--- config.mk ---
export PLATFORM = sky130hd
export DESIGN_NAME = mips_control
export DESIGN_NICKNAME = d
export VERILOG_FILES = /design/src/verilog/mips_control_pkg.sv /design/src/verilog/mips_control.sv /design/src/verilog/alu_control.sv /design/src/verilog/main_decoder.sv
export SDC_FILE = /design/constraint.sdc
export NUM_CORES = 1
export LEC_CHECK = 0
export BUFFER_PORTS_ARGS = -buffer_cell sky130_fd_sc_hd__clkbuf_2
export CAP_MARGIN = 5
export CELL_PAD_IN_SITES_DETAIL_PLACEMENT = 2
export CELL_PAD_IN_SITES_GLOBAL_PLACEMENT = 2
export CORE_MARGIN = 5
export CORE_UTILIZATION = 25
export CTS_BUF_LIST = sky130_fd_sc_hd__clkbuf_4
export DETAILED_ROUTE_END_ITERATION = 8
export PLACE_DENSITY_LB_ADDON = 0.1
export RECOVER_POWER = 100
export SLEW_MARGIN = 0
export SYNTH_ARGS = -nofsm -noshare
export SYNTH_HDL_FRONTEND = slang
export SYNTH_SLANG_ARGS = --single-unit
--- constraint.sdc ---
create_clock -name i_clock -period 3.15 [get_ports i_clock]
set_clock_uncertainty 0.1 [all_clocks]
set_input_delay 0.315 -clock i_clock [delete_from_list [all_inputs] [get_ports i_clock]]
set_output_delay 0.315 -clock i_clock [all_outputs]
set_load 0.05 [all_outputs]
--- src/verilog/mips_control_pkg.sv ---
`default_nettype none

package mips_control_pkg;

   ////////////////////////////////////////
   // Field widths
   ////////////////////////////////////////

   localparam int INSTR_W  = 32;
   localparam int OPCODE_W = 6;   // Bits 31..26
   localparam int FUNCT_W  = 6;   // Bits 5..0

   typedef logic [INSTR_W-1:0]  instr_t;
   typedef logic [OPCODE_W-1:0] field_t;   // Opcode or function value

   ////////////////////////////////////////
   // Opcodes
   ////////////////////////////////////////

   localparam field_t OP_RTYPE = 6'd0;    // Decoded by function field
   localparam field_t OP_J     = 6'd2;
   localparam field_t OP_JAL   = 6'd3;
   localparam field_t OP_BEQ   = 6'd4;
   localparam field_t OP_BNE   = 6'd5;
   localparam field_t OP_ADDI  = 6'd8;
   localparam field_t OP_SLTI  = 6'd10;
   localparam field_t OP_ANDI  = 6'd12;
   localparam field_t OP_ORI   = 6'd13;
   localparam field_t OP_XORI  = 6'd14;
   localparam field_t OP_LUI   = 6'd15;
   localparam field_t OP_LB    = 6'd32;
   localparam field_t OP_LH    = 6'd33;
   localparam field_t OP_LW    = 6'd35;
   localparam field_t OP_LBU   = 6'd36;
   localparam field_t OP_LHU   = 6'd37;
   localparam field_t OP_LWU   = 6'd39;
   localparam field_t OP_SB    = 6'd40;
   localparam field_t OP_SH    = 6'd41;
   localparam field_t OP_SW    = 6'd43;

   ////////////////////////////////////////
   // R-type function codes
   ////////////////////////////////////////

   localparam field_t FN_SLL  = 6'd0;
   localparam field_t FN_SRL  = 6'd2;
   localparam field_t FN_SRA  = 6'd3;
   localparam field_t FN_SLLV = 6'd4;
   localparam field_t FN_SRLV = 6'd6;
   localparam field_t FN_SRAV = 6'd7;
   localparam field_t FN_JR   = 6'd8;
   localparam field_t FN_JALR = 6'd9;
   localparam field_t FN_ADDU = 6'd33;
   localparam field_t FN_SUBU = 6'd35;
   localparam field_t FN_AND  = 6'd36;
   localparam field_t FN_OR   = 6'd37;
   localparam field_t FN_XOR  = 6'd38;
   localparam field_t FN_NOR  = 6'd39;
   localparam field_t FN_SLT  = 6'd42;

   ////////////////////////////////////////
   // ALU class and ALU control code
   ////////////////////////////////////////

   typedef enum logic [1:0] {
      ALUOP_MEM    = 2'b00,   // Address or LUI
      ALUOP_BRANCH = 2'b01,   // Compare or jump
      ALUOP_ARITH  = 2'b10    // Selected by field
   } alu_op_t;

   typedef enum logic [3:0] {
      ALU_AND = 4'b0000,
      ALU_OR  = 4'b0001,
      ALU_ADD = 4'b0010,
      ALU_SUB = 4'b0110,
      ALU_SLT = 4'b0111,
      ALU_LUI = 4'b1000,
      ALU_XOR = 4'b1001,
      ALU_NOR = 4'b1010,
      ALU_SLL = 4'b1011,
      ALU_SRL = 4'b1100,
      ALU_SRA = 4'b1101
   } alu_ctrl_t;

endpackage

`default_nettype wire
--- src/verilog/mips_control.sv ---
`default_nettype none

module mips_control
   import mips_control_pkg::*;
   (
      input  wire         i_clock,
      input  wire         i_soft_reset,
      input  wire instr_t i_instruction,
      output logic        o_reg_dst,
      output logic        o_reg_write,
      output logic        o_alu_src,
      output logic        o_mem_read,
      output logic        o_mem_write,
      output logic        o_mem_to_reg,
      output alu_op_t     o_alu_op,
      output alu_ctrl_t   o_alu_ctrl
   );

   alu_op_t dec_alu_op;     // Class of current instruction
   field_t  dec_op_field;   // Function or opcode for ALU stage

   ////////////////////////////////////////
   // Decode, flags leave in same cycle
   ////////////////////////////////////////

   main_decoder u_main_decoder (
      .i_instruction (i_instruction),
      .o_reg_dst     (o_reg_dst),
      .o_reg_write   (o_reg_write),
      .o_alu_src     (o_alu_src),
      .o_mem_read    (o_mem_read),
      .o_mem_write   (o_mem_write),
      .o_mem_to_reg  (o_mem_to_reg),
      .o_alu_op      (dec_alu_op),
      .o_op_field    (dec_op_field)
   );

   ////////////////////////////////////////
   // ALU stage, one cycle behind
   ////////////////////////////////////////

   alu_control u_alu_control (
      .i_clock      (i_clock),
      .i_soft_reset (i_soft_reset),
      .i_alu_op     (dec_alu_op),
      .i_op_field   (dec_op_field),
      .o_alu_op     (o_alu_op),
      .o_alu_ctrl   (o_alu_ctrl)
   );

endmodule

`default_nettype wire

--- src/verilog/alu_control.sv ---
`default_nettype none

module alu_control
   import mips_control_pkg::*;
   (
      input  wire          i_clock,
      input  wire          i_soft_reset,
      input  wire alu_op_t i_alu_op,
      input  wire field_t  i_op_field,
      output alu_op_t      o_alu_op,
      output alu_ctrl_t    o_alu_ctrl
   );

   alu_op_t r_alu_op;
   field_t  r_op_field;

   ////////////////////////////////////////
   // Class and field registers
   ////////////////////////////////////////

   always_ff @(posedge i_clock)
   begin
      if (!i_soft_reset)
      begin
         r_alu_op   <= ALUOP_MEM;   // Reads as ALU_ADD
         r_op_field <= '0;
      end
      else
      begin
         r_alu_op   <= i_alu_op;
         r_op_field <= i_op_field;
      end
   end

   assign o_alu_op = r_alu_op;

   ////////////////////////////////////////
   // ALU control code
   ////////////////////////////////////////

   always_comb
   begin
      case (r_alu_op)
         ALUOP_MEM:
         begin
            if (r_op_field == OP_LUI)
            begin
               o_alu_ctrl = ALU_LUI;
            end
            else
            begin
               o_alu_ctrl = ALU_ADD;   // Effective address
            end
         end
         ALUOP_BRANCH:
         begin
            o_alu_ctrl = ALU_SUB;
         end
         ALUOP_ARITH:
         begin
            // Function codes and immediate opcodes never overlap here
            case (r_op_field)
               FN_SLL, FN_SLLV:
                  o_alu_ctrl = ALU_SLL;
               FN_SRL, FN_SRLV:
                  o_alu_ctrl = ALU_SRL;
               FN_SRA, FN_SRAV:
                  o_alu_ctrl = ALU_SRA;
               FN_ADDU, OP_ADDI:
                  o_alu_ctrl = ALU_ADD;
               FN_SUBU:
                  o_alu_ctrl = ALU_SUB;
               FN_AND, OP_ANDI:
                  o_alu_ctrl = ALU_AND;
               FN_OR, OP_ORI:
                  o_alu_ctrl = ALU_OR;
               FN_XOR, OP_XORI:
                  o_alu_ctrl = ALU_XOR;
               FN_NOR:
                  o_alu_ctrl = ALU_NOR;
               FN_SLT, OP_SLTI:
                  o_alu_ctrl = ALU_SLT;
               default:
                  o_alu_ctrl = ALU_ADD;
            endcase
         end
         default:
         begin
            o_alu_ctrl = ALU_SUB;   // Class 11 unused
         end
      endcase
   end

   // The decoder upstream only ever produces the three defined classes
   a_class_defined: assert property (
      @(posedge i_clock) disable iff (!i_soft_reset)
      r_alu_op != 2'b11)
      else $error("alu_control: undefined ALU class registered");

endmodule

`default_nettype wire

--- src/verilog/main_decoder.sv ---
`default_nettype none

module main_decoder
   import mips_control_pkg::*;
   (
      input  wire instr_t  i_instruction,
      output logic         o_reg_dst,
      output logic         o_reg_write,
      output logic         o_alu_src,
      output logic         o_mem_read,
      output logic         o_mem_write,
      output logic         o_mem_to_reg,
      output alu_op_t      o_alu_op,
      output field_t       o_op_field
   );

   field_t opcode;
   field_t funct;

   assign opcode = i_instruction[INSTR_W-1 -: OPCODE_W];
   assign funct  = i_instruction[FUNCT_W-1:0];

   ////////////////////////////////////////
   // Instruction table
   ////////////////////////////////////////

   always_comb
   begin
      o_reg_dst    = 1'b0;
      o_reg_write  = 1'b0;
      o_alu_src    = 1'b0;
      o_mem_read   = 1'b0;
      o_mem_write  = 1'b0;
      o_mem_to_reg = 1'b0;
      o_alu_op     = ALUOP_MEM;
      o_op_field   = opcode;   // Function code only for known R-type

      case (opcode)
         OP_RTYPE:
         begin
            case (funct)
               FN_SLL, FN_SRL, FN_SRA:
               begin
                  o_reg_dst   = 1'b1;
                  o_reg_write = 1'b1;
                  o_alu_src   = 1'b1;   // Shift amount from shamt
                  o_alu_op    = ALUOP_ARITH;
                  o_op_field  = funct;
               end
               FN_SLLV, FN_SRLV, FN_SRAV, FN_ADDU, FN_SUBU,
               FN_AND, FN_OR, FN_XOR, FN_NOR, FN_SLT:
               begin
                  o_reg_dst   = 1'b1;
                  o_reg_write = 1'b1;
                  o_alu_op    = ALUOP_ARITH;
                  o_op_field  = funct;
               end
               FN_JR:
               begin
                  o_alu_op   = ALUOP_BRANCH;
                  o_op_field = funct;
               end
               FN_JALR:
               begin
                  o_reg_dst   = 1'b1;   // Link into rd
                  o_reg_write = 1'b1;
                  o_alu_op    = ALUOP_BRANCH;
                  o_op_field  = funct;
               end
               default:
               begin
                  o_op_field = OP_RTYPE;   // Unknown function, all low
               end
            endcase
         end
         OP_LB, OP_LH, OP_LW, OP_LBU, OP_LHU, OP_LWU:
         begin
            o_reg_write  = 1'b1;
            o_alu_src    = 1'b1;
            o_mem_read   = 1'b1;
            o_mem_to_reg = 1'b1;
         end
         OP_SB, OP_SH, OP_SW:
         begin
            o_alu_src   = 1'b1;
            o_mem_write = 1'b1;
         end
         OP_ADDI, OP_ANDI, OP_ORI, OP_XORI, OP_SLTI:
         begin
            o_reg_write = 1'b1;
            o_alu_src   = 1'b1;
            o_alu_op    = ALUOP_ARITH;
         end
         OP_LUI:
         begin
            o_reg_write = 1'b1;
            o_alu_src   = 1'b1;   // Stays in MEM class
         end
         OP_BEQ, OP_BNE:
         begin
            o_alu_src = 1'b1;
            o_alu_op  = ALUOP_BRANCH;
         end
         OP_J:
         begin
            o_alu_op = ALUOP_BRANCH;
         end
         OP_JAL:
         begin
            o_reg_write = 1'b1;   // Link into r31
            o_alu_op    = ALUOP_BRANCH;
         end
         default:
         begin
            o_alu_op = ALUOP_MEM;   // Unknown opcode
         end
      endcase

      // No row of the table may read and write memory at once
      assert (!(o_mem_read && o_mem_write))
         else $error("main_decoder: memory read and write both set");
   end

endmodule

`default_nettype wire

# Word level (Yosys, flattened, before mapping)
# Memories as Yosys holds them, arrays and structs flattened. A register that Yosys moved wholly into a read port is not among the register bits.
# Index checks and enable logic that the tools add are counted.
dict set report classes {
  n_eq_ne 35
  mux 14
  n_reduce_logical 14
}
# op count
set ops {}
lappend ops {{== test 6 bit, second input constant} 16}
lappend ops {{== test 6 x 4 -> 1 bit, second input constant} 9}
lappend ops {{== test 6 x 3 -> 1 bit, second input constant} 5}
lappend ops {{OR reduction 13 bit} 2}
lappend ops {{== test 6 x 2 -> 1 bit, second input constant} 4}
lappend ops {{2-to-1 mux 6 bit} 3}
lappend ops {{OR reduction 17 bit} 1}
lappend ops {{OR reduction 15 bit} 1}
lappend ops {{OR reduction 14 bit} 1}
lappend ops {{logical NOT 6 bit} 2}
lappend ops {{one-hot mux 4 bit (2 select lines)} 1}
lappend ops {{one-hot mux 2 bit (3 select lines)} 1}
lappend ops {{OR reduction 3 bit} 2}
lappend ops {{OR reduction 6 bit} 1}
lappend ops {{2-to-1 mux 1 bit} 5}
lappend ops {{OR reduction 5 bit} 1}
lappend ops {{2-to-1 mux 4 bit} 1}
lappend ops {{one-hot mux 1 bit (2 select lines)} 2}
lappend ops {{one-hot mux 2 bit (2 select lines)} 1}
lappend ops {{OR reduction 4 bit} 1}
lappend ops {{== test 2 bit, second input constant} 1}
lappend ops {{logical NOT 2 bit} 1}
lappend ops {{OR reduction 2 bit} 1}
dict set report word_totals {
  n_memories 1
  inputBits 34
  output_inout_bits 12
  register_bits 8
  elab_cells 66
  rom_bits 256
}
# name depth word_bits read_ports rd_clocked_by_memory_dff write_ports line_no
set memory_table {}
lappend memory_table {{(no name shown)} 64 4 1 1 0 alu_control.sv:62} ;# case (r_op_field)

# Depth between registers and ports, before layout
dict set report depth {
  ltp_word 5
  mapped_depth 11
  depth_no_buf 10
}

# By module
# Synthesis repeated with hierarchy kept, for this count alone.
dict set report unflattened {
  hier_cells 121
  area_unflattened_um2 933.4
}
# module seq_area_each_um2 area_each_um2 cells_per_inst n_inst
set modules_own_cells {}
lappend modules_own_cells {alu_control 240.2 525.5 56 1}
lappend modules_own_cells {main_decoder 0.0 407.9 65 1}

# Least setup slack after synthesis
# Ideal clock, no wire load.
dict set report synth_timing {
  path_kind {input port to output port}
  from {input i_instruction[3]}
  to {output o_reg_write}
  n_path_buf 1
  stages 6
  path_slack_ns -0.251
  t_required_ns 2.735
  arrival_ns 2.986
  path_cell_list {clkbuf_1 or4b_2 o21ai_0 a221oi_1 nor3_1 o21bai_1}
}
dict set report synth_between {
  elab_chain_len 4
  word_cells_on_any_way 17
  cone_classes {eq/ne (13); mux (2); reduce/logical (2)}
}
# element line_no
set synth_lines {}
lappend synth_lines {{start: declaration} mips_control.sv:8} ;# input wire instr_t i_instruction,
lappend synth_lines {{== test 6 x 2 -> 1 bit (tied with other cells)} main_decoder.sv:41} ;# case (funct)
lappend synth_lines {{OR reduction 14 bit (no source line) (*)} --}
lappend synth_lines {{2-to-1 mux 1 bit (*)} main_decoder.sv:41}
lappend synth_lines {{one-hot mux 1 bit (2 select lines) (*)} main_decoder.sv:38} ;# case (opcode)
lappend synth_lines {{end: declaration} mips_control.sv:10} ;# output logic o_reg_write,
# Mark *: on every way between the ends. The rest lies on a longest branch, timed or not.

==> results.toml <==
[pwr]
p_leak_nw = 0.499
ir_drop_v = 0.000110
power.density_nw_per_um2 = 316

[setup_path]
cpMaxStageDelayCell = "a31oi_1"
slowest_delay_ns = 0.45
endpoint_kind = "flop"
crit_path_start_kind = "input port"
cp_cell_sequence = "clkbuf_1, nor3b_1, o32ai_1, a31oi_1, nor2_1, ha_1, inv_1, o2111ai_1, a221oi_1, or3_1"
cp.depth = 10
critical_path_arrival_ns = 2.80
critical_path_class = "in -> reg"
cp.required_ns = 3.20
cp.buffers_inverters = 2
path_delay_family = "simple AND/OR/NAND/NOR gates"
cp_max_fo = 9

[sta]
holdWs_ns = 0.408
setup_viol = 0
period_share_pct = 87.6
slew_headroom_pct = 17.6
tightestPinTransition_ns = 1.22
finalMaxSlewViolations = 0
rsz0062_at_grt = "no"
final-hold-violation-count = 0
finalCriticalPeriod_ns = 2.76
worst_slack_ns = 0.391
final.setup.tns_ns = 0
max_freq_mhz = 362

[status]
outcome = "finished clean"

[clocking]
clock-sinks = 12
cts_setup_buffers = 0
clkTransAtPathRegs_ns = 0.07
cts_buffer_depth = 2
root_buffer = "clkbuf_4"
cts_tree = "built"
cts_inserted_buffers = 3
cts.repair.resized = 0
h-tree-depth = 1
hold_buffers = 0

[placed_design]
place_area_sq_um = 1200
port_buffers = 25
globalplace.congestion = 0.766
post-place-ws_ns = 0.130
place_hpwl_mm = 2.79
placedCellCount = 203

[yosys]
avgSynthCellArea_sq_um = 7.72
synth-seq-cells = 12
syn-instance-count = 130
synthesis.area_sq_um = 1000
async_flop_share_pct = 0
synth_cell_types = 47
yosysSeqAreaShare_pct = 23.9
synth_top_flop_cell = "dfxtp_1"
ys.warnings.count = 0
syn_nets = 167
synth_edf_count = 0

[grt]
grt_use_total_pct = 13.4
first_global_vias = 1128
grt_overflow = 0
grt_pass1_wl_mm = 5.78
grt_max_degree = 15
antenna_found_initial = 0

[finish]
finalNonFillerCells = 207
seqCellArea_sq_um = 240
area_growth_pct = 17.8
drive_gt1_share_pct = 15.9
multiInputGateArea_sq_um = 648
n_antenna_cell = 0
design_area_sq_um = 1180
fillers = 495
num-nets-final = 195

[route]
wl_per_cell_um = 16.5
routed_via_density = 5.14
first_pass_iters = 4
ant_nets = 0
drc_errors = 0
drtIter0Drc = 42
dr_total_vias = 1064
routed_wl_mm = 3.42

[floorplan]
io_pins = 46
die_h_um = 73.4
coreArea_sq_um = 3940
start_util_pct = 25.5
dieArea_sq_um = 5380
die_w_um = 73.4
fp-row-count = 23

[worst_hold_path]
min_path_type = "in -> reg"
min_delay_path_depth = 4

[job]
maxCapViolations = 0
worst paths after layout:
kind	startpoint	end	slack, ns
worst max-delay path	i_instruction[0]	flop	0.39
worst min-delay path	i_instruction[29]	u_alu_control.o_alu_op[1]	0.41
logic make-up (layout without fill, tap and decap cells):
kind of cell	Yosys count	in the layout	share of synthesized area, %
and+or+nand+nor	53	53	31.2
buffers and inverters	22	49	9.60
DFF	12	12	23.9
AOI/OAI and AO/OA	37	37	28.8
adders and majority gates	3	3	3.74
xor gates and xnor gates	2	2	1.75
muxes	1	1	0.998
where the power goes:
part           total, mW  switching [mW]  internal, mW  leakage, nW
logic              0.116          0.0773        0.0391        0.384
registers          0.164         0.00281         0.161       0.0996
clock network     0.0937          0.0480        0.0458       0.0154
total              0.374           0.128         0.246        0.499
cell type report:
type / count / area share [%]
clock buffer: 3 / 1.90
clock inverter: 1 / 0.317
inverter: 12 / 3.81
multi-input combinational: 96 / 54.8
sequential: 12 / 20.3
tap: 50 / 5.29
timing repair buffer: 33 / 13.5
cells in the mapped netlist, drive strengths merged, types with 3 or more instances:
library cell	count	area (sq um)
inv	12	45.0
nand2	8	30.0
buf	4	28.8
ha	3	37.5
o21ai	7	35.0
nor2b	3	18.8
nor3b	3	27.5
a21o	4	30.0
a31oi	3	18.8
nor2	11	43.8
and3	3	18.8
o21a	3	22.5
dfxtp	12	240
nor4	3	18.8
a21oi	3	15.0
clkbuf	6	22.5
nor3	6	30.0
o2111ai	3	26.3
cell usage in the layout (no fill, tap or decap), drive strengths merged, types with 3 or more instances in the layout:
cell type	count
dfxtp	12
nor3b	3
a31oi	3
buf	6
nand2	8
inv	12
nor4	3
nor2	11
o21ai	7
a21o	4
ha	3
o21a	3
a21oi	3
o2111ai	3
nor3	6
nor2b	3
and3	3
clkbuf	30
layer usage:
layer / track usage (%) / vias up / wire length [um]
met3: 1.37 / 0 / 98
met4: 1.81 / 0 / 0
met5: 0 / - / 0
met1: 19.6 / 514 / 1740
li1: - / 532 / -
met2: 21.6 / 18 / 1580
stage by stage:
step,utilization [%],power (mW)
after floorplan,-,0.248
after global placement,30.6,0.286
after detailed placement,30.6,0.290
after CTS,31.2,0.385
after global routing,30.0,0.402
final,30.0,0.374
No activity file was read; power rests on OpenSTA's default activity.
